### src/logic/btac_config_pkg.sv
`default_nettype none

package btac_config_pkg;

  // Address width of the fetch unit
  localparam int unsigned xlen = 32;

  // Tag PC, target and fall-through
  localparam int unsigned entry_bits = 3 * xlen;

  // Buffer entries unless the top level says otherwise
  localparam int unsigned default_depth = 64;

  // Address registers come out of reset at zero
  localparam logic [xlen-1:0] addr_reset = '0;

endpackage

`default_nettype wire

### src/logic/btac_types_pkg.sv
`default_nettype none

package btac_types_pkg;

  import btac_config_pkg::*;

  // One buffer entry, tag in the top bits
  typedef struct packed {
    logic [xlen-1:0] tag;
    logic [xlen-1:0] target;
    logic [xlen-1:0] fallthrough;
  } btb_entry_t;

  // What one execute slot reports
  typedef struct packed {
    logic            jal;
    logic            jalr;
    logic            branch;
    logic            jump;
    logic [xlen-1:0] pc;
    logic [xlen-1:0] npc;
    logic [xlen-1:0] addr;
  } slot_update_t;

  // Slot report after the priority choice
  typedef struct packed {
    logic            valid;
    logic            jal;
    logic            jalr;
    logic            branch;
    logic            jump;
    logic [xlen-1:0] pc;
    logic [xlen-1:0] npc;
    logic [xlen-1:0] addr;
  } resolved_update_t;

endpackage

`default_nettype wire

### src/logic/target_check.sv
`timescale 1ns/1ps
`default_nettype none

module target_check
  import btac_config_pkg::*;
  import btac_types_pkg::*;
(
  input  logic             clock,
  input  logic             reset,
  input  logic             fetch_taken,
  input  logic             flush,
  input  logic             consume,
  input  logic [xlen-1:0]  fetch_target,
  input  logic [xlen-1:0]  fetch_next,
  input  resolved_update_t chosen,
  output logic             miss,
  output logic [xlen-1:0]  miss_addr
);

  logic            rec_valid;
  logic [xlen-1:0] rec_target;
  logic [xlen-1:0] rec_next;
  logic            load_now;
  logic            eff_valid;
  logic [xlen-1:0] eff_target;
  logic [xlen-1:0] eff_next;

  // A record loaded this cycle already counts for the compare
  assign load_now   = fetch_taken && !flush;
  assign eff_valid  = load_now || rec_valid;
  assign eff_target = load_now ? fetch_target : rec_target;
  assign eff_next   = load_now ? fetch_next : rec_next;

  always_ff @(posedge clock) begin
    if (!reset) begin
      rec_valid  <= 1'b0;
      rec_target <= addr_reset;
      rec_next   <= addr_reset;
    end else if (flush || consume) begin
      rec_valid <= 1'b0;
    end else if (fetch_taken) begin
      rec_valid  <= 1'b1;
      rec_target <= fetch_target;
      rec_next   <= fetch_next;
    end
  end

  // consume is only high for a resolved branch outside of clear
  always_comb begin
    miss      = 1'b0;
    miss_addr = addr_reset;
    if (consume) begin
      if (!eff_valid) begin
        // Predicted not taken, went taken
        miss      = chosen.jump;
        miss_addr = chosen.jump ? chosen.addr : addr_reset;
      end else if (!chosen.jump) begin
        miss      = 1'b1;
        miss_addr = eff_next;
      end else begin
        miss      = chosen.addr != eff_target;
        miss_addr = chosen.addr;
      end
    end
  end

endmodule

`default_nettype wire

### config.mk
export PLATFORM = sky130hd
export DESIGN_NAME = target_check
export DESIGN_NICKNAME = d
export VERILOG_FILES = /design/src/logic/btac_config_pkg.sv /design/src/logic/btac_types_pkg.sv /design/src/logic/target_check.sv
export SDC_FILE = /design/constraint.sdc
export NUM_CORES = 1
export LEC_CHECK = 0
export BUFFER_PORTS_ARGS = -buffer_cell sky130_fd_sc_hd__buf_2
export CAP_MARGIN = 0
export CELL_PAD_IN_SITES_DETAIL_PLACEMENT = 1
export CELL_PAD_IN_SITES_GLOBAL_PLACEMENT = 1
export CORE_MARGIN = 4
export CORE_UTILIZATION = 35
export CTS_BUF_LIST = sky130_fd_sc_hd__clkbuf_2
export DETAILED_ROUTE_END_ITERATION = 10
export PLACE_DENSITY = 0.91
export SETUP_SLACK_MARGIN = 0.5
export SYNTH_ARGS = -nofsm -noshare
export SYNTH_HDL_FRONTEND = slang
export SYNTH_SLANG_ARGS = --single-unit
### constraint.sdc
create_clock -name clock -period 3.1 [get_ports clock]
set_input_delay 0.155 -clock clock [delete_from_list [all_inputs] [get_ports clock]]
set_output_delay 0.155 -clock clock [all_outputs]
set_load 0.05 [all_outputs]
# Word level (Yosys, flattened, before mapping)
# Index checks and enable logic that the tools add are counted.
[word_totals] wordCells=21 ff_bits=65 input_bits=170
[classes] n_bitwise=2 muxes=9 reduce_logical=6 eq_ne=1
[ops] cell="32-bit two-way mux" count=6
[ops] cell="32-bit inequality test" count=1
[ops] cell="1-bit two-way mux" count=3
[ops] cell="1-bit logical OR" count=2
[ops] cell="1-bit NOT" count=2
[ops] cell="2-bit AND reduction" count=1
[ops] cell="2-bit OR reduction" count=1
[ops] cell="1-bit logical AND" count=1
[ops] cell="1-bit zero test" count=1

# Logic depth before layout (Yosys ltp)
[depth] ltp_word=7 ltp_mapped=8 ltp_nobuf=6

# Worst setup path before layout
# Ideal clock, no wire load.
[synth_path] path_type="input-to-output" startpoint="input fetch_taken" endpoint="output miss" path_stages=8 arrival_ps=1925 slack_ps=1020 required_time_ps=2945 n_path_buf=2 path_cell_list="nor2b_4 buf_6 buf_2 mux2i_1 xor2_1 nand3_1 a211oi_1 a31oi_1"
[synth_between] elab_chain_len=6
[synth_lines] element="start, declared" line="target_check.sv:10" source="input logic fetch_taken,"
[synth_lines] element="1-bit logical AND (*)" line="target_check.sv:29" source="assign load_now = fetch_taken && !flush;"
[synth_lines] element="32-bit two-way mux" line="target_check.sv:31" source="assign eff_target = load_now ? fetch_target : rec_target;"
[synth_lines] element="32-bit inequality test" line="target_check.sv:61" source="miss = chosen.addr != eff_target;"
[synth_lines] element="1-bit two-way mux" line="target_check.sv:57" source="end else if (!chosen.jump) begin"
[synth_lines] element="1-bit two-way mux (*)" line="target_check.sv:53" source="if (!eff_valid) begin"
[synth_lines] element="1-bit two-way mux (*)" line="target_check.sv:52" source="if (consume) begin"
[synth_lines] element="end, declared" line="target_check.sv:16" source="output logic miss,"
# Every way passes the cells marked *; elsewhere a longest branch is shown, timed or not.

# Worst setup path in the final report
[layout_path] startpoint="register rec_target[4]" endpoint="output miss"
[layout_between] elab_chain_len=5
[layout_lines] element="start, declared" line="target_check.sv:21" source="logic [xlen-1:0] rec_target;"
[layout_lines] element="start signal, assigned" line="target_check.sv:37" source="rec_target <= addr_reset;"
[layout_lines] element="start signal, assigned" line="target_check.sv:43" source="rec_target <= fetch_target;"
[layout_lines] element="32-bit two-way mux" line="target_check.sv:31"
[layout_lines] element="32-bit inequality test" line="target_check.sv:61"
[layout_lines] element="1-bit two-way mux" line="target_check.sv:57"
[layout_lines] element="1-bit two-way mux" line="target_check.sv:53"
[layout_lines] element="1-bit two-way mux" line="target_check.sv:52"
# No other way between the ends.

==> results.tsv <==
metric	value	unit
status	finished, final reports clean	
skew	0	ns
wl_per_cell	18.9	microns
p_seq_share	45.8	%
yosysWarnings	0	
initial_core_util	36.0	%
p_int	1.26	mW
period_minus_slack	2.52	ns
drc	0	
cts.sinks	65	
post_cts_buffers	0	
clockBufferDepth	2	
required	2.94	ns
synth.distinct_cells	39	
pwr-share-clk	25.6	%
fp.dieW	117	microns
crit_path_max_fanout	3	
fin_crit_sh	81.2	%
clock_latency	0.49	ns
nFillCells	1488	
multi_input_area	2600	sq um
worstMarginPinSlew	1.05	ns
hold_path.class	input port to flip-flop	
timing_worst_setup_path_type	flip-flop to output pin	
p_leak	2.20	nW
ys_seq_area_share	31.4	%
grt_max_degree	66	
grt_overflow_total	0	
max_cap_violations	0	
gp_congestion	0.887	
syn_to_final_growth	36.6	%
final_cell_mix	nand2_1, buf_2, dlygate4sd3_1	
ios	203	
max_freq	0.397	GHz
wirelength	17.1	mm
dieArea	13600	sq um
setup_viol	0	
netlist_top_cells_area	dfxtp_1, nand2_1, a21boi_0, a21oi_1, nor2b_1	
syn_area_per_cell	7.09	sq um
dr.pass1.iters	5	
synth_top_area_share	31.4	%
max_slew_margin	29.9	%
cts_made_buffers	9	
vias	4980	
final_nets	926	
start_kind	flip-flop	
antenna_found_initial	1	
final_layout_size_suffix_gt1_share	21.4	%
total_power	1.93	mW
antenna_left	0	
setup_tns	0	ns
grt_pass1_wl	26.2	mm
hold_viol	0	
area.sequential	1300	sq um
routed_via_density	5.51	
arrival	2.36	ns
synth.net_count	754	
ys_ff_latch	65	
power.density	341	nW/um^2
grt.total_usage	24.6	%
p_sw	0.664	mW
core	11500	sq um
rsz0062_at_grt	no	
vdd_ir_drop_max	0.000211	V
yosysTopAreaCell	dfxtp_1	
port_buffers	134	
htreeDepth	3	
ctsRootBufferMaster	clkbuf_2	
end_kind	output pin	
slew_viol_final	0	
netlist_instances	584	
switching_share	34.5	%
die_y	117	microns
dp_hpwl	11.2	mm
layout_commonest_cell	nand2_1	
tritoncts	done	
grt_pass1_vias	5313	
clk_pin_slew	0.19	ns
combinationalPowerShare	28.6	%
syn_area	4140	sq um
initialDrtViolationCount	307	
placementRows	39	
==> stage by stage <==
stage	util, %	instance area (sq um)	instances	setup slack, ns	hold WS, ns
floorplan	-	4140	584	1.02	0.234
global placement	42.4	4880	822	0.753	0.400
detailed placement	42.4	4880	822	0.693	0.424
CTS	49.0	5640	903	0.596	0.364
global route	49.2	5660	904	0.494	0.381
finish	49.2	5660	904	0.582	0.381
==> cell type report <==
cell class	instances	area share [%]
antenna	1	0.0442
clock buffer	10	0.884
clock inverter	5	0.840
inverter	13	0.862
multi-input combinational	459	45.9
sequential	65	23.0
tap	143	3.16
timing repair buffer	208	25.3
==> final timing paths <==
| path | startpoint | end | slack [ns] | depth (start not counted) |
|---|---|---|---|---|
| max | rec_target[4] | miss | 0.58 | 7 |
| min | reset | rec_target[31] | 0.38 | 2 |
| max reg2reg | rec_valid | rec_valid | 1.50 | 3 |
| min reg2reg | rec_target[18] | rec_target[18] | 0.48 | 2 |
==> synthesized netlist by cell type <==
cell / n
nand2_1: 167
inv_1: 13
o2111ai_1: 3
clkbuf_1: 31
buf_12: 1
a22oi_1: 1
nor2b_1: 37
a31oi_1: 2
buf_4: 1
dfxtp_1: 65
nor4_1: 2
a221oi_1: 1
o22ai_1: 6
a211o_1: 1
and4_1: 1
nand2b_1: 5
a21boi_0: 64
nor4b_1: 2
a211oi_1: 1
buf_6: 1
nor2b_4: 1
nor2_1: 3
o31ai_1: 2
nor2_2: 1
buf_2: 11
a21oi_1: 65
xor2_1: 20
and2_1: 2
nor3_1: 1
o221ai_1: 3
a2111o_1: 1
nand4_1: 3
o21ai_0: 4
o21bai_1: 1
xnor2_1: 4
mux2i_1: 19
a32oi_1: 1
nand3_1: 35
buf_1: 2
==> state kept, by name, summed over array words and instances, names as in the netlist <==
register / cells
rec_next: 32
rec_target: 32
rec_valid: 1
==> critical path, stage by stage (launching register included) <==
cell      delay (ns)
dfxtp_1         0.36
nor2b_1         0.13
a2111o_1        0.33
o22ai_1         0.21
nand4_1         0.13
nor4_2          0.34
a31oi_2         0.16
buf_4           0.22
==> logic make-up (layout without fill, tap and decap cells) <==
group	after synthesis	after routing	share of synthesized area, %
and+or+nand+nor	260	260	28.3
AOI/OAI and AO/OA	156	156	24.2
DFF	65	65	31.4
buffers and inverters	60	236	6.43
xor gates and xnor gates	24	24	5.07
muxes	19	19	4.59
other	0	1	0
==> routing by layer <==
metal	up-vias	share of wire [%]	global-route usage (%)	wire, microns
met5	-	0	0	0
met4	0	3.5	11.6	599
met3	46	4.8	4.42	816
met2	165	51	45.1	8800
met1	2460	40	27.4	6900
li1	2309	-	-	-
==> power groups by stage <==
stage               sequential (mW)  combinational, mW  clock (mW)
finish                        0.882              0.552       0.494
floorplan                     0.892              0.291           0
global route                  0.886              0.593       0.538
CTS                           0.881              0.540       0.497
detailed placement            0.898              0.473           0
global placement              0.896              0.455           0
==> what timing repair did <==
action                                  in CTS  in global routing
pin swaps                                    0                  2
endpoints found under the setup margin       8                  1
cloned                                       0                  0
hold endpoints to repair                    65                  0
hold buffers                                66                  0
resized for setup                            1                  5
Power figures use the tool's default switching activity.
