`src/logic/btac_config_pkg.sv`:
```
`default_nettype none

package btac_config_pkg;

  // Address width of the fetch unit
  localparam int unsigned xlen = 32;

  // Tag PC, target and fall-through
  localparam int unsigned entry_bits = 3 * xlen;

  // Buffer entries unless the top level says otherwise
  localparam int unsigned default_depth = 64;

  // Address registers come out of reset at zero
  localparam logic [xlen-1:0] addr_reset = '0;

endpackage

`default_nettype wire

```
`src/logic/btac_types_pkg.sv`:
```
`default_nettype none

package btac_types_pkg;

  import btac_config_pkg::*;

  // One buffer entry, tag in the top bits
  typedef struct packed {
    logic [xlen-1:0] tag;
    logic [xlen-1:0] target;
    logic [xlen-1:0] fallthrough;
  } btb_entry_t;

  // What one execute slot reports
  typedef struct packed {
    logic            jal;
    logic            jalr;
    logic            branch;
    logic            jump;
    logic [xlen-1:0] pc;
    logic [xlen-1:0] npc;
    logic [xlen-1:0] addr;
  } slot_update_t;

  // Slot report after the priority choice
  typedef struct packed {
    logic            valid;
    logic            jal;
    logic            jalr;
    logic            branch;
    logic            jump;
    logic [xlen-1:0] pc;
    logic [xlen-1:0] npc;
    logic [xlen-1:0] addr;
  } resolved_update_t;

endpackage

`default_nettype wire

```
`src/logic/update_select.sv`:
```
`timescale 1ns/1ps
`default_nettype none

module update_select
  import btac_types_pkg::*;
(
  input  slot_update_t     slot0,
  input  slot_update_t     slot1,
  output resolved_update_t chosen
);

  logic slot0_active;
  logic slot1_active;

  // Adds the valid flag to a slot report
  function automatic resolved_update_t promote(input slot_update_t s);
    resolved_update_t r;
    r.valid  = 1'b1;
    r.jal    = s.jal;
    r.jalr   = s.jalr;
    r.branch = s.branch;
    r.jump   = s.jump;
    r.pc     = s.pc;
    r.npc    = s.npc;
    r.addr   = s.addr;
    return r;
  endfunction

  // A slot carries a transfer if any kind bit is set
  assign slot0_active = slot0.jal || slot0.jalr || slot0.branch;
  assign slot1_active = slot1.jal || slot1.jalr || slot1.branch;

  // Older instruction sits in slot 0
  always_comb begin
    if (slot0_active) begin
      chosen = promote(slot0);
    end else if (slot1_active) begin
      chosen = promote(slot1);
    end else begin
      chosen = '0;
    end
  end

endmodule

`default_nettype wire

```
`config.mk`:
```
export PLATFORM = sky130hd
export DESIGN_NAME = update_select
export DESIGN_NICKNAME = d
export VERILOG_FILES = /design/src/logic/btac_config_pkg.sv /design/src/logic/btac_types_pkg.sv /design/src/logic/update_select.sv
export SDC_FILE = /design/constraint.sdc
export NUM_CORES = 1
export LEC_CHECK = 0
export BUFFER_PORTS_ARGS = -buffer_cell sky130_fd_sc_hd__buf_2
export CAP_MARGIN = 15
export CORE_AREA = 2 2 117 119
export DETAILED_ROUTE_END_ITERATION = 10
export DIE_AREA = 0 0 119 121
export SYNTH_ARGS = -nofsm -noshare
export SYNTH_HDL_FRONTEND = slang
export SYNTH_SLANG_ARGS = --single-unit
```
`constraint.sdc`:
```
create_clock -name vclk -period 1.5
set_input_delay 0.225 -clock vclk [all_inputs]
set_output_delay 0.225 -clock vclk [all_outputs]
set_load 0.05 [all_outputs]
```
After elaboration in Yosys (flattened, before gate mapping). Index checks and enable logic that the tools add are counted.

Mux-type cells: 2. Reductions and logical operators: 4.

Operators by type and width (count): 2-to-1 mux 101 bit (2); logical OR 1 bit (4).

Bits in registers: 0. Output and inout bits: 101.

Logic depth before layout (Yosys ltp). Gate-level depths: netlist of run 1.

Depth in word-level cells: 4. Depth in mapped cells: 6. Gate-level depth less buffers: 2.

Least setup slack after synthesis of run 1. Ideal clock, no wire load.

Path type: in2out. Start point: input slot0[98] (netlist name). End point: output chosen[37] (netlist name). Arrival time: 2.276 ns. Data required time: 1.275 ns. Slack: -1.001 ns. Cell stages on the path: 5. Buffers on the path: 3. Path through: buf_2 or3_1 buf_2 clkbuf_1 o31ai_1.

RTL lines: start: declaration (RTL line update_select.sv:7) `input slot_update_t slot0,`; end: declaration (RTL line update_select.sv:9) `output resolved_update_t chosen`.

==> results of run 1 <==
==> layout make-up <==
cell class	count	area (sq um)	area share, %
timing repair buffer	410	3460	48.6
multi-input combinational	204	3080	43.2
inverter	97	364	5.11
tap	176	220	3.09
==> metal layers <==
| layer | vias up | routed length (um) | GRT usage [%] |
|---|---|---|---|
| met2 | 200 | 8710 | 34.9 |
| met4 | 0 | 270 | 2.68 |
| met3 | 22 | 917 | 2.21 |
| met1 | 2075 | 6270 | 19.1 |
| li1 | 2059 | - | - |
| met5 | - | 0 | 0 |
==> stage by stage <==
step | power [mW] | hold WS, ns
final | 2.90 | 0.813
after CTS | 2.61 | 0.833
after global routing | 3.03 | 0.829
after floorplan | 1.62 | 0.668
after detailed placement | 2.38 | 0.896
after global placement | 2.35 | 0.892
==> path summary, 6_finish.rpt <==
kind	startpoint	endpoint	slack, ns
setup / recovery	slot0[97]	chosen[68]	-0.21
hold / removal	slot0[45]	chosen[45]	0.81
==> repair_timing <==
action                                  4_1_cts  5_1_grt
cloned                                        2       15
endpoints found under the setup margin      101      100
pin swaps                                     5       93
buffers inserted                              2        0
gates resized for setup                     144      136
==> cell families after synthesis <==
kind of cell	synth area share, %
buffers and inverters	26.9
AOI/OAI and AO/OA	71.9
and+or+nand+nor	1.27
==> cell usage in the layout, fill, tap and decap left out <==
master / instances
a21o_2: 3
buf_6: 101
buf_8: 3
buf_2: 198
buf_12: 16
inv_1: 97
nand2_2: 1
clkbuf_16: 9
nor2_1: 1
o31ai_1: 67
or3_4: 3
buf_4: 77
o31ai_2: 26
buf_16: 6
o31ai_4: 101
nor3_4: 2
==> power groups by stage <==
stage | combinational, mW | sequential [mW] | clock [mW]
finish | 2.90 | 0 | 0
global route | 3.03 | 0 | 0
CTS | 2.61 | 0 | 0
detailed placement | 2.38 | 0 | 0
global placement | 2.35 | 0 | 0
floorplan | 1.62 | 0 | 0
==> worst max-delay path: cells and delay by family <==
kind	cells	cell delay, ns
AO/OA/AOI/OAI	1	0.20
buffers and inverters	3	0.54
AND/OR/NAND/NOR	1	0.50
==> impl_results.md, run 1 <==
* Vias in the first global route at 4335
* Final core occ at 54.5%
* Reg area at 0 sq um
* Fin crit share at 114%
* WL per Instance at 18.2 um
* Antenna-violating nets left at 0
* Clk_buf instances at 0
* Power Internal at 1.21 mW
* Pleak at 3.29 nW
* Seq pwr share at 0%
* Fmax at 585 MHz
* Status: complete, but fails checks
* Crit end category: output pin
* Drt drc at 0
* Fill cell count at 1116
* Synth cell types at 12
* DR vias/cell at 4.91
* Remaining Overflow, GRT at 0
* Worst Path Arrival at 1.48 ns
* Cell Pwr Density at 408 mW/mm^2
* Worst VDD drop at 0.000222 V
* GP Congestion at 0.799
* Count of pins over their slew limit at 0
* Largest cells by area after synthesis: o31ai_1 54%, o31ai_2 17%, inv_1 16%, clkbuf_1 6.6%, buf_2 2.2%
* Failing checks: setup timing
* Placed Cells at 869
* Switching portion of total power at 58.2%
* Initial antenna violation count at 0
* Most common cell in the netlist: o31ai_1
* Min-Delay Path Depth at 4
* First-pass GRT wire length at 20800 um
* Startpoint types: primary input
* Die area at 0.0144 sq mm
* Critical path's slowest cell: or3_4
* Non-filler instance count after layout at 887
* Port bufs at 301
* Setup ws final at -0.208 ns
* Placement Rows at 42
* N_diodes at 0
* Place WS at -0.575 ns
* Dpl cell area at 0.00578 sq mm
* Post-synth top area share at 54.3%
* Initial Util at 17.3%
* Ys Warns at 0
* Sw Pwr at 1.69 mW
* Sequential area share after synthesis at 0%
* Ports at 301
* Post-DP HPWL at 10000 um
* Cell taking the most area after synthesis: o31ai_1
* Max cap viols at 0
* Setup-failing EPs final at 97
* Final Hold Fails at 0
* CP required at 1.27 ns
* WL final at 16200 um
* Seq Cell Count at 0
* Layout cell share with drive strength beyond 1 at 76.8%
* Unrepaired setup endpoints after global routing: true
* Fin Setup TNS at -13.23 ns
* Nets@finish at 913
* CP Class: in2out
* Finished Cell Area at 0.00713 sq mm
* Die width at 119 um
* Routed vias at 4356
* Worst relative slew slack at 59.9%
* Delay of the slowest critical-path stage at 0.50 ns
* Tmin final at 1.71 ns
* Hold/Removal Path Class: in2out
* Core area at 0.0131 sq mm
* Comb pwr share at 100.0%
* Post-Syn Area per Cell at 6.42 sq um
* Syn_nets at 553
* Pin count of the biggest net entering global routing at 55
* Initial drt markers at 115
* Clk network pwr share at 0%
* # hold bufs at CTS at 0
* Worst-margin pin slew at 0.602 ns
* GRT Overall Usage at 17.2%
* Post-synth top cells: 164 x o31ai_1, 97 x inv_1, 40 x clkbuf_1, 30 x o31ai_2, 10 x buf_2
* Gate count after technology mapping at 353
* Die Ht at 121 um
* Crit-path max FO at 8
* Post-Syn Area at 0.00227 sq mm
* Critical-path cell list: buf_12, or3_4, clkbuf_16, o31ai_4, buf_6
* Syn-to-layout area delta at 214%
* Drt pass-1 iters at 4
(Power assumes the default switching activity.)
==> run 2, diff against run 1 <==
SKIP_LAST_GASP = 1   (was unset)
==> run 2 against run 1 <==
The run still ends with setup timing left. Via count is 0.16% lower. Worst hold slack hardly changed. Sequential share of layout area stayed put. Utilization is 0.11 points higher. Non-clock buffer count is 1 higher. Die area stayed put. Sequential cell count stayed put. Cell count is 0.11% higher. Critical path depth stayed put. Critical path type unchanged. Largest power group unchanged. First-iteration DRC count is 17% higher.
==> impl_results.md, run 2 (synthesis results as in run 1) <==
* Setup-failing EPs final at 97 (unchanged)
* Nets@finish at 914 (+0.11%)
* Die width at 119 um (unchanged)
* Setup ws final at -0.204 ns (+0.00454 ns)
* Syn-to-layout area delta at 215%
* Final Hold Fails at 0 (unchanged)
* Worst-margin pin slew at 0.630 ns (+0.0277 ns)
* GP Congestion at 0.799 (unchanged)
* Tmin final at 1.70 ns (-0.00454 ns)
* CP required at 1.27 ns (about the same)
* Hold path endpoint: chosen[45]
* Initial Util at 17.3% (unchanged)
* Crit-path max FO at 8 (unchanged)
* Total power at 2.92 mW (+0.40%)
* Placement Rows at 42 (unchanged)
* Dpl cell area at 0.00578 sq mm (unchanged)
* Worst Hold Launch: slot0[45]
* Core area at 0.0131 sq mm (unchanged)
* Most frequent cells in the layout: 198 x buf_2, 102 x o31ai_4, 101 x buf_6
* Port bufs at 301 (unchanged)
* Hold/Removal Path Class: in2out
* Seq Cell Count at 0 (unchanged)
* Vias in the first global route at 4337 (+0.046%)
* Unrepaired setup endpoints after global routing: true
* Failing checks: setup timing
* Pleak at 3.30 nW (+0.30%)
* Worst Path Arrival at 1.48 ns (about the same)
* Cell Pwr Density at 408 mW/mm^2 (+0.21%)
* Initial drt markers at 135 (+17%)
* Finished Cell Area at 0.00714 sq mm (+0.19%)
* Pin count of the biggest net entering global routing at 55 (unchanged)
* Non-filler instance count after layout at 888 (+0.11%)
* Max cap viols at 0 (unchanged)
* Post-DP HPWL at 10000 um (unchanged)
* N_diodes at 0 (unchanged)
* Critical path's slowest cell: or3_4
* Count of pins over their slew limit at 0 (unchanged)
* Startpoint types: primary input
* Die area at 0.0144 sq mm (unchanged)
* DR vias/cell at 4.90 (-0.27%)
* GRT Overall Usage at 17.2% (about the same)
* Layout cell share with drive strength beyond 1 at 76.3% (-0.53 points)
* WP buf/inv at 3 (unchanged)
* Commonest non-fill, non-tap cell in the layout: buf_2
* Hold slack at 0.812 ns (-0.000345 ns)
* Initial antenna violation count at 0 (unchanged)
* Placed Cells at 869 (unchanged)
* Critical path's top delay family: buffers and inverters
* Critical-path cell list: buf_12, or3_4, clkbuf_16, o31ai_4, buf_6
* Ports at 301 (unchanged)
* Fin Setup TNS at -13.07 ns (+0.152 ns)
* Drt pass-1 iters at 4 (unchanged)
* Remaining Overflow, GRT at 0 (unchanged)
* Reg area at 0 sq um (unchanged)
* Die Ht at 121 um (unchanged)
* Worst VDD drop at 0.000221 V (-0.24%)
* WL final at 16500 um (+2.3%)
* Fin crit share at 114% (-0.30 points)
* Delay of the slowest critical-path stage at 0.50 ns (about the same)
* Status: complete, but fails checks
* First-pass GRT wire length at 20800 um (about the same)
* # hold bufs at CTS at 0 (unchanged)
* WL per Instance at 18.6 um (+2.2%)
* Routed vias at 4349 (-0.16%)
* Fmax at 587 MHz (+0.27%)
* Drt drc at 0 (unchanged)
* Min-Delay Path Depth at 4 (unchanged)
* Clk_buf instances at 0 (unchanged)
* Worst relative slew slack at 58.0% (-1.8 points)
* Antenna-violating nets left at 0 (unchanged)
* Crit end category: output pin
* CP Class: in2out
## run 2: cell types whose count changed in the layout (fill, tap and decap cells not counted)
cell | before | now
clkbuf_16 | 9 | 10
o31ai_1 | 67 | 71
o31ai_2 | 26 | 21
o31ai_4 | 101 | 102
## run 2: metal layers
layer / GRT usage [%] / wire length (um) / vias up
met3: 2.21 / 964 / 21
met4: 2.68 / 240 / 0
met1: 19.1 / 6360 / 2051
met2: 34.9 / 8970 / 215
li1: - / - / 2062
met5: 0 / 0 / -
## run 2: stage by stage
| stage | utilization [%] | setup slack [ns] |
|---|---|---|
| 2_1_floorplan | - | -0.369 |
| 3_3_place_gp | 44.2 | -0.568 |
| 3_5_place_dp | 44.2 | -0.575 |
| 4_1_cts | 48.0 | -0.293 |
| 5_1_grt | 54.6 | -0.260 |
| 6_report | 54.6 | -0.204 |
## run 2: how the worst max path moves through the flow
stage,startpoint,endpoint,slack (ns),cells past startpoint
detailed placement,slot0[99],chosen[35],-0.58,6
CTS,slot0[99],chosen[67],-0.29,5
floorplan,slot0[98],chosen[67],-0.37,6
global route,slot0[97],chosen[68],-0.26,5
global placement,slot0[99],chosen[33],-0.57,6
finish,slot0[97],chosen[68],-0.20,5
## run 2: power breakdown
group          leakage [nW]  total [mW]  internal (mW)  switching (mW)
Combinational          3.30        2.92           1.22            1.70
Sequential                0           0              0               0
Clock                     0           0              0               0
## run 2: timing repair
action	CTS	global route
buffers inserted	2	0
pin swaps	5	91
endpoints found under the hold margin	0	0
cloned	2	16
resized for setup	143	134
endpoints found under the setup margin	101	100
## run 2: layout make-up
class / count / area, sq um
Inverter: 97 / 364
Fill cell: 1116 / 5950
Tap cell: 176 / 220
Multi-Input combinational cell: 204 / 3070
Timing Repair Buffer: 411 / 3490
