**src/logic/btac_config_pkg.sv**
```systemverilog
`default_nettype none

package btac_config_pkg;

  // Address width of the fetch unit
  localparam int unsigned xlen = 32;

  // Tag PC, target and fall-through
  localparam int unsigned entry_bits = 3 * xlen;

  // Buffer entries unless the top level says otherwise
  localparam int unsigned default_depth = 64;

  // Address registers come out of reset at zero
  localparam logic [xlen-1:0] addr_reset = '0;

endpackage

`default_nettype wire

```
**src/logic/btac_types_pkg.sv**
```systemverilog
`default_nettype none

package btac_types_pkg;

  import btac_config_pkg::*;

  // One buffer entry, tag in the top bits
  typedef struct packed {
    logic [xlen-1:0] tag;
    logic [xlen-1:0] target;
    logic [xlen-1:0] fallthrough;
  } btb_entry_t;

  // What one execute slot reports
  typedef struct packed {
    logic            jal;
    logic            jalr;
    logic            branch;
    logic            jump;
    logic [xlen-1:0] pc;
    logic [xlen-1:0] npc;
    logic [xlen-1:0] addr;
  } slot_update_t;

  // Slot report after the priority choice
  typedef struct packed {
    logic            valid;
    logic            jal;
    logic            jalr;
    logic            branch;
    logic            jump;
    logic [xlen-1:0] pc;
    logic [xlen-1:0] npc;
    logic [xlen-1:0] addr;
  } resolved_update_t;

endpackage

`default_nettype wire

```
**src/logic/btb_port_if.sv**
```systemverilog
`timescale 1ns/1ps
`default_nettype none

interface btb_port_if
  import btac_config_pkg::*;
#(
  parameter int unsigned btb_depth = default_depth
);

  localparam int unsigned index_bits = $clog2(btb_depth);

  logic                  wen;
  logic [index_bits-1:0] waddr;
  logic [index_bits-1:0] raddr;
  logic [entry_bits-1:0] wdata;
  logic [entry_bits-1:0] rdata;

  modport ctrl (output wen, output waddr, output raddr, output wdata, input rdata);

  modport store (input wen, input waddr, input raddr, input wdata, output rdata);

endinterface

`default_nettype wire

```
**src/logic/btac_ctrl.sv**
```systemverilog
`timescale 1ns/1ps
`default_nettype none

module btac_ctrl
  import btac_config_pkg::*;
  import btac_types_pkg::*;
#(
  parameter int unsigned btb_depth = default_depth
) (
  input  logic             clock,
  input  logic             reset,
  input  logic             clear,
  input  logic [xlen-1:0]  fetch_pc,
  input  resolved_update_t chosen,
  btb_port_if.ctrl         mem,
  output logic             flush,
  output logic             consume,
  output logic             pred_hit,
  output logic [xlen-1:0]  pred_target,
  output logic [xlen-1:0]  pred_pc,
  output logic             ret_valid,
  output logic [xlen-1:0]  ret_addr
);

  localparam int unsigned index_bits = $clog2(btb_depth);

  logic [index_bits-1:0] last_index;
  logic [xlen-1:0]       last_pc;
  logic [index_bits-1:0] fetch_index;
  logic [xlen-1:0]       lookup_pc;
  btb_entry_t            rentry;
  logic                  hit;
  logic                  is_branch;
  logic                  is_return;

  // Halfword aligned PCs, bit 0 carries no information
  assign fetch_index = fetch_pc[index_bits:1];

  // Last read stays on the port while flushed
  assign mem.raddr = clear ? last_index : fetch_index;
  assign lookup_pc = clear ? last_pc : fetch_pc;

  always_ff @(posedge clock) begin
    if (!reset) begin
      last_index <= '0;
      last_pc    <= addr_reset;
    end else if (!clear) begin
      last_index <= fetch_index;
      last_pc    <= fetch_pc;
    end
  end

  assign rentry = btb_entry_t'(mem.rdata);
  assign hit    = (|mem.rdata) && (rentry.tag == lookup_pc);

  assign is_branch = chosen.valid && chosen.branch;
  assign is_return = chosen.jal || chosen.jalr;

  // Only taken conditional branches allocate
  assign mem.wen   = !clear && is_branch && chosen.jump;
  assign mem.waddr = chosen.pc[index_bits:1];
  assign mem.wdata = {chosen.pc, chosen.addr, chosen.npc};

  assign flush   = clear;
  assign consume = !clear && is_branch;

  always_comb begin
    if (clear) begin
      pred_hit    = 1'b0;
      pred_target = addr_reset;
      pred_pc     = addr_reset;
      ret_valid   = 1'b0;
      ret_addr    = addr_reset;
    end else begin
      pred_hit    = hit;
      pred_target = rentry.target;
      pred_pc     = rentry.fallthrough;
      ret_valid   = is_return;
      ret_addr    = chosen.addr;
    end
  end

endmodule

`default_nettype wire

```
**src/flat_wrapper.sv**
```systemverilog
// flat-port wrapper written by rule: the top's interface ports become plain ports
module btac_ctrl_flat import btac_config_pkg::*; import btac_types_pkg::*;
#(
  parameter int unsigned btb_depth = default_depth
)
  (clock, reset, clear, fetch_pc, chosen, flush, consume, pred_hit, pred_target, pred_pc, ret_valid, ret_addr, mem_wen, mem_waddr, mem_raddr, mem_wdata, mem_rdata);
  btb_port_if #(.btb_depth(btb_depth)) mem_i ();
  input  logic clock;
  input  logic reset;
  input  logic clear;
  input  logic [xlen-1:0] fetch_pc;
  input  resolved_update_t chosen;
  output logic flush;
  output logic consume;
  output logic pred_hit;
  output logic [xlen-1:0] pred_target;
  output logic [xlen-1:0] pred_pc;
  output logic ret_valid;
  output logic [xlen-1:0] ret_addr;
  output wire logic [$bits(mem_i.wen)-1:0] mem_wen;
  output wire logic [$bits(mem_i.waddr)-1:0] mem_waddr;
  output wire logic [$bits(mem_i.raddr)-1:0] mem_raddr;
  output wire logic [$bits(mem_i.wdata)-1:0] mem_wdata;
  input wire logic [$bits(mem_i.rdata)-1:0] mem_rdata;
  assign mem_wen = mem_i.wen;
  assign mem_waddr = mem_i.waddr;
  assign mem_raddr = mem_i.raddr;
  assign mem_wdata = mem_i.wdata;
  assign mem_i.rdata = mem_rdata;
  btac_ctrl #(.btb_depth(btb_depth)) u_core (.clock(clock), .reset(reset), .clear(clear), .fetch_pc(fetch_pc), .chosen(chosen), .mem(mem_i), .flush(flush), .consume(consume), .pred_hit(pred_hit), .pred_target(pred_target), .pred_pc(pred_pc), .ret_valid(ret_valid), .ret_addr(ret_addr));
endmodule
```
**config.mk**
```make
export PLATFORM = sky130hd
export DESIGN_NAME = btac_ctrl_flat
export DESIGN_NICKNAME = d
export VERILOG_FILES = /design/src/logic/btac_config_pkg.sv /design/src/logic/btac_types_pkg.sv /design/src/logic/btb_port_if.sv /design/src/logic/btac_ctrl.sv /design/src/flat_wrapper.sv
export SDC_FILE = /design/constraint.sdc
export NUM_CORES = 1
export LEC_CHECK = 0
export ABC_AREA = 1
export BUFFER_PORTS_ARGS = -buffer_cell sky130_fd_sc_hd__buf_2
export CAP_MARGIN = 20
export CORE_AREA = 10 10 163 165
export CTS_CLUSTER_DIAMETER = 80
export DETAILED_ROUTE_END_ITERATION = 16
export DIE_AREA = 0 0 173 175
export GPL_ROUTABILITY_DRIVEN = 0
export PLACE_DENSITY = 0.43
export SLEW_MARGIN = 20
export SYNTH_ARGS = -nofsm -noshare
export SYNTH_HDL_FRONTEND = slang
export SYNTH_SLANG_ARGS = --single-unit
```
**constraint.sdc**
```tcl
create_clock -name clock -period 1.55 [get_ports clock]
set_clock_uncertainty 0.05 [all_clocks]
set_input_delay 0.31 -clock clock [delete_from_list [all_inputs] [get_ports clock]]
set_output_delay 0.31 -clock clock [all_outputs]
set_load 0.005 [all_outputs]
```
# Yosys cells after proc, flatten, opt, wreduce, memory -nomap -nowiden
# Cells that the tools add are included.
dict set report totals {
  register_bits 38
  in_bits 232
  output_inout_bits 209
  wordCells 17
}
dict set report classes {
  eq_ne 1
  mux 7
  reduce_logical 7
}
# cell n
set op_table {}
lappend op_table {{$mux 32} 4}
lappend op_table {{$reduce_or 96->1} 1}
lappend op_table {{$eq 32x32->1} 1}
lappend op_table {{$mux 6} 1}
lappend op_table {{$logic_and 1x1->1} 4}
lappend op_table {{$mux 1} 2}
lappend op_table {{$logic_not 1->1} 1}
lappend op_table {{$logic_or 1x1->1} 1}

# Logic depth before layout (Yosys ltp)
dict set report logic_depth {
  word_depth 4
  depth_mapped 11
  ltp_nobuf 11
}

# Worst setup path before layout
# Ideal clock, no wire load.
dict set report synth_path {
  kind {input port to output port}
  startpoint {input clear}
  endpoint {output pred_hit}
  t_arrival_ns 1.176
  required_time_ns 1.190
  slack_ns 0.014
  path_stages 11
  n_path_buf 2
  path_cell_list {buf_6 > buf_8 > nand2_1 > nand2_1 > nand2_1 > nand2_1 > a21oi_1 > nand2_1 > nor2_1 > nand2_1 > nor2_1}
}
dict set report synth_between {
  elab_chain_cells 4
}
# item line
set synth_lines {}
lappend synth_lines {{start: declaration} flat_wrapper.sv:10} ;# input logic clear;
lappend synth_lines {{$mux 32} btac_ctrl.sv:41} ;# assign lookup_pc = clear ? last_pc : fetch_pc;
lappend synth_lines {{$eq 32x32->1} btac_ctrl.sv:54} ;# assign hit = (|mem.rdata) && (rentry.tag == lookup_pc);
lappend synth_lines {{$logic_and 1x1->1} btac_ctrl.sv:54}
lappend synth_lines {{$mux 1 (*)} btac_ctrl.sv:68} ;# if (clear) begin
lappend synth_lines {{end: declaration} flat_wrapper.sv:15} ;# output logic pred_hit;
# Mark *: on every way between the ends. The rest lies on a longest branch, timed or not.

# Worst setup path after layout
# Same ends and word-level chain as after synthesis.

==> flow_summary.html <==
<table>
<tr><th>Metric</th><th>Value</th></tr>
<tr><th colspan="2">Synth</th></tr>
<tr><td>Largest cells by area after synthesis</td><td>sky130_fd_sc_hd__buf_4 20%, sky130_fd_sc_hd__dfxtp_1 19%, sky130_fd_sc_hd__nand2_1 18%</td></tr>
<tr><td>Mapped cell area</td><td>0.00407 sq mm</td></tr>
<tr><td>Number of flip-flops and latches in the synthesized netlist</td><td>38</td></tr>
<tr><td>Sequential element share of the synthesized area</td><td>around a fifth</td></tr>
<tr><td>Synth top area share</td><td>19.6%</td></tr>
<tr><td>Ys async rst share</td><td>0%</td></tr>
<tr><td>Number of warning messages in the yosys log</td><td>0</td></tr>
<tr><td>Count of mapped cells out of synthesis</td><td>between 700 and 800</td></tr>
<tr><td>Count of flip-flops with a built-in enable after synthesis</td><td>0</td></tr>
<tr><td>Area leader, netlist</td><td>sky130_fd_sc_hd__buf_4</td></tr>
<tr><td>Mean cell area of the mapped netlist</td><td>5.29 sq um</td></tr>
<tr><td>Net count after synthesis</td><td>about 1000</td></tr>
<tr><td>Cell variety after synth</td><td>20</td></tr>
<tr><td>Top flip-flop cell by instance count after synthesis</td><td>sky130_fd_sc_hd__dfxtp_1</td></tr>
<tr><th colspan="2">Worst setup path</th></tr>
<tr><td>R2R Setup Slk</td><td>around 0.71 ns</td></tr>
<tr><td>Depth of the most critical reg-to-reg path</td><td>3</td></tr>
<tr><td>Startpoint class of the critical path</td><td>input pin</td></tr>
<tr><td>Startpoint of the lowest-slack register-to-register path</td><td>u_core.last_pc[31]</td></tr>
<tr><td>CP endpoint kind</td><td>primary output</td></tr>
<tr><td>Critical Path End</td><td>pred_hit</td></tr>
<tr><td>WP data required</td><td>around 1.2 ns</td></tr>
<tr><td>Critical Path Start</td><td>clear</td></tr>
<tr><td>Max Fanout on Critical Path</td><td>4</td></tr>
<tr><td>FF-to-FF End</td><td>u_core.last_pc[31]</td></tr>
<tr><td>Startpoint-to-endpoint class of the critical path</td><td>input pin to primary output</td></tr>
<tr><td>Arrival @ worst endpoint</td><td>about 1.6 ns</td></tr>
<tr><th colspan="2">Status</th></tr>
<tr><td>Violated checks</td><td>setup timing</td></tr>
<tr><td>Status</td><td>complete, but fails checks</td></tr>
<tr><th colspan="2">Die</th></tr>
<tr><td>Starting utilization of the core area</td><td>17.5%</td></tr>
<tr><td>Die area</td><td>0.0303 sq mm</td></tr>
<tr><td>Chip width</td><td>173 microns</td></tr>
<tr><td>Die Ht</td><td>between 150 and 200 microns</td></tr>
<tr><td>Number of I/O pins</td><td>approximately 440</td></tr>
<tr><td>Placement row count</td><td>56</td></tr>
<tr><td>Core Footprint</td><td>0.0233 sq mm</td></tr>
<tr><th colspan="2">Clock network</th></tr>
<tr><td># H-tree levels</td><td>2</td></tr>
<tr><td>CTS root buf</td><td>sky130_fd_sc_hd__clkbuf_16</td></tr>
<tr><td>CTS tree</td><td>yes</td></tr>
<tr><td>Number of sinks on the clock net</td><td>38</td></tr>
<tr><td>Number of buffers inserted during clock tree synthesis</td><td>5</td></tr>
<tr><td>Skew-Pair Late Insertion Delay</td><td>0.28 ns</td></tr>
<tr><td>Clock transition time at the flip-flop clock pins of the worst setup and hold paths</td><td>0.05 ns</td></tr>
<tr><td>CTS Hold Buffers Added</td><td>0</td></tr>
<tr><td>Maximum count of clock buffers along a single path</td><td>2</td></tr>
<tr><th colspan="2">Worst hold path</th></tr>
<tr><td>Class of the most critical hold timing path</td><td>input pin to flop</td></tr>
<tr><td>Min-Delay Path Depth</td><td>3</td></tr>
<tr><td>Launch instance of the worst min-delay path</td><td>fetch_pc[20]</td></tr>
<tr><th colspan="2">Detailed routing</th></tr>
<tr><td>WL per Instance</td><td>between 15 and 20 microns</td></tr>
<tr><td>Count of vias placed by the detailed router</td><td>5112</td></tr>
<tr><td>Vias per cell</td><td>3.73</td></tr>
<tr><td>Routed wire length</td><td>21900 microns</td></tr>
<tr><td>Iteration-0 DRC Markers</td><td>243</td></tr>
<tr><td># DRC</td><td>0</td></tr>
<tr><td>ANT nets after route</td><td>0</td></tr>
<tr><td>1st-pass router iterations</td><td>4</td></tr>
<tr><th colspan="2">Timing</th></tr>
<tr><td>Fraction of the cycle the final worst path needs</td><td>127%</td></tr>
<tr><td>Worst-case hold slack</td><td>0.258 ns</td></tr>
<tr><td>Achievable clock frequency</td><td>a little over 500 MHz</td></tr>
<tr><td>Transition time at the pin with the least slew margin</td><td>approximately 0.57 ns</td></tr>
<tr><td>Max-slew violation total from the final report</td><td>0</td></tr>
<tr><td>Min Tclk post-route</td><td>1.96 ns</td></tr>
<tr><td>Final setup slack of the worst path</td><td>-0.411 ns</td></tr>
<tr><td>Final hold vios</td><td>0</td></tr>
<tr><td>Final Setup Violations</td><td>between 100 and 150</td></tr>
<tr><td>Max_slew headroom</td><td>around three fifths</td></tr>
<tr><td>RSZ-0062 raised after global routing</td><td>true</td></tr>
<tr><td>Final total negative setup slack</td><td>-17.75 ns</td></tr>
<tr><th colspan="2">Global route</th></tr>
<tr><td>First-pass GRT wire length</td><td>32700 microns</td></tr>
<tr><td>Vias in the first global route</td><td>5245</td></tr>
<tr><td>Total routing usage reported by global routing</td><td>13.8%</td></tr>
<tr><td>Pin count of the biggest net entering global routing</td><td>57</td></tr>
<tr><td>Total global routing overflow</td><td>0</td></tr>
<tr><td>Initial antenna violation count</td><td>6</td></tr>
<tr><th colspan="2">Layout</th></tr>
<tr><td># fillers</td><td>2753</td></tr>
<tr><td>Area growth from synthesis to final layout</td><td>52.4%</td></tr>
<tr><td>Proportion of layout cells with a drive suffix above 1</td><td>a little over two fifths</td></tr>
<tr><td>Post-Layout Cell Count</td><td>1371</td></tr>
<tr><td>Number of nets in the layout</td><td>1284</td></tr>
<tr><td>Commonest non-fill, non-tap cells in the layout</td><td>304 x sky130_fd_sc_hd__buf_2, 181 x sky130_fd_sc_hd__nor2_1, 169 x sky130_fd_sc_hd__nand2_1</td></tr>
<tr><td>Most common library cell in the layout ignoring fill and taps</td><td>sky130_fd_sc_hd__buf_2</td></tr>
<tr><th colspan="2">Pwr</th></tr>
<tr><td>Sum of internal, switching and leakage power</td><td>3.41 mW</td></tr>
<tr><td>Reported leakage power</td><td>3.92 nW</td></tr>
<tr><td>Maximum ir drop on the vdd rail</td><td>around 0.00036 V</td></tr>
<tr><td>Power per cell area</td><td>550 mW/mm^2</td></tr>
<tr><th colspan="2">Placement</th></tr>
<tr><td>Count of buffers from port buffering</td><td>slightly above 300</td></tr>
<tr><td>Detail Placement HPWL</td><td>about 19000 microns</td></tr>
<tr><td>Post-Place Cells</td><td>1360</td></tr>
<tr><th colspan="2">Job</th></tr>
<tr><td># Max-Cap Violations</td><td>0</td></tr>
</table>
## flip-flops by register name, summed over array words and instances, names as in the netlist
signal,cells
u_core.last_pc,32
u_core.last_index,6
## worst max-delay path, cell delays in order
cell and delay, ns:
sky130_fd_sc_hd__buf_12 0.10, sky130_fd_sc_hd__inv_8 0.04, sky130_fd_sc_hd__bufbuf_16 0.26, sky130_fd_sc_hd__nand2_2 0.08, sky130_fd_sc_hd__nand2_1 0.06, sky130_fd_sc_hd__nand2_1 0.06
sky130_fd_sc_hd__nand2_1 0.07, sky130_fd_sc_hd__nor2_2 0.11, sky130_fd_sc_hd__nand2_1 0.07, sky130_fd_sc_hd__nor2_1 0.11, sky130_fd_sc_hd__nand3_1 0.09, sky130_fd_sc_hd__nor2_2 0.11
sky130_fd_sc_hd__buf_2 0.14
## worst min-delay path by stage
stage | slack, ns | end
2_1_floorplan | 0.40 | u_core.last_pc[23]
3_3_place_gp | 0.41 | u_core.last_index[5]
3_5_place_dp | 0.42 | u_core.last_index[1]
4_1_cts | 0.25 | u_core.last_pc[17]
5_1_grt | 0.27 | u_core.last_pc[13]
6_report | 0.26 | u_core.last_pc[20]
## cells by family (layout without fill, tap and decap cells)
kind of cell,Yosys count,after routing,share of synthesized area [%]
AO/OA/AOI/OAI,37,37,4.62
buffers and inverters,275,557,36.5
flip-flops,38,38,18.7
other,0,1,0
AND/OR/NAND/NOR,419,419,40.2
## final cells by class
class | instances | area [sq um] | area share [%]
Antenna cell | 1 | 2.50 | 0.0404
Clock buffer | 6 | 139 | 2.24
Inverter | 149 | 567 | 9.15
Multi-Input combinational cell | 456 | 1940 | 31.3
Sequential cell | 38 | 761 | 12.3
Tap cell | 319 | 399 | 6.44
Timing Repair Buffer | 402 | 2390 | 38.6
## metrics by stage
| step | cell area (sq um) | util, % | worst slack (ns) |
|---|---|---|---|
| final | 6200 | 26.6 | -0.411 |
| after global placement | 5830 | 25.1 | -0.509 |
| after CTS | 6120 | 26.3 | -0.396 |
| after global routing | 6190 | 26.6 | -0.532 |
| after floorplan | 4070 | - | 0.0141 |
| after detailed placement | 5830 | 25.1 | -0.487 |
## cell usage after synthesis (3+ instances only)
master and n:
sky130_fd_sc_hd__nand3_1 39, sky130_fd_sc_hd__a21oi_1 28, sky130_fd_sc_hd__nand2_1 190, sky130_fd_sc_hd__dfxtp_1 38, sky130_fd_sc_hd__buf_4 106, sky130_fd_sc_hd__buf_6 3
sky130_fd_sc_hd__inv_1 148, sky130_fd_sc_hd__clkbuf_1 7, sky130_fd_sc_hd__o21ai_0 6, sky130_fd_sc_hd__buf_2 7, sky130_fd_sc_hd__nor2_1 186
## what timing repair did
item | CTS | global route
setup buffers | 4 | 0
pin swaps | 13 | 19
hold endpoints to repair | 0 | 0
endpoints found under the setup margin | 104 | 105
cloned | 1 | 0
resized for setup | 29 | 24
## layer usage
layer	vias to the layer above	global-route usage, %	wire length (microns)
li1	2686	-	-
met1	2159	16.4	9470
met2	221	23.3	10200
met3	46	4.20	1670
met4	0	4.13	575
met5	-	0	0
## power by group
part	total (mW)	switching (mW)	internal [mW]	leakage, nW
clock	1.01	0.392	0.622	0.0688
sequential	1.05	0.0151	1.03	0.314
combinational	1.34	0.694	0.649	3.54
total	3.41	1.10	2.31	3.92
Power figures use the tool's default switching activity.
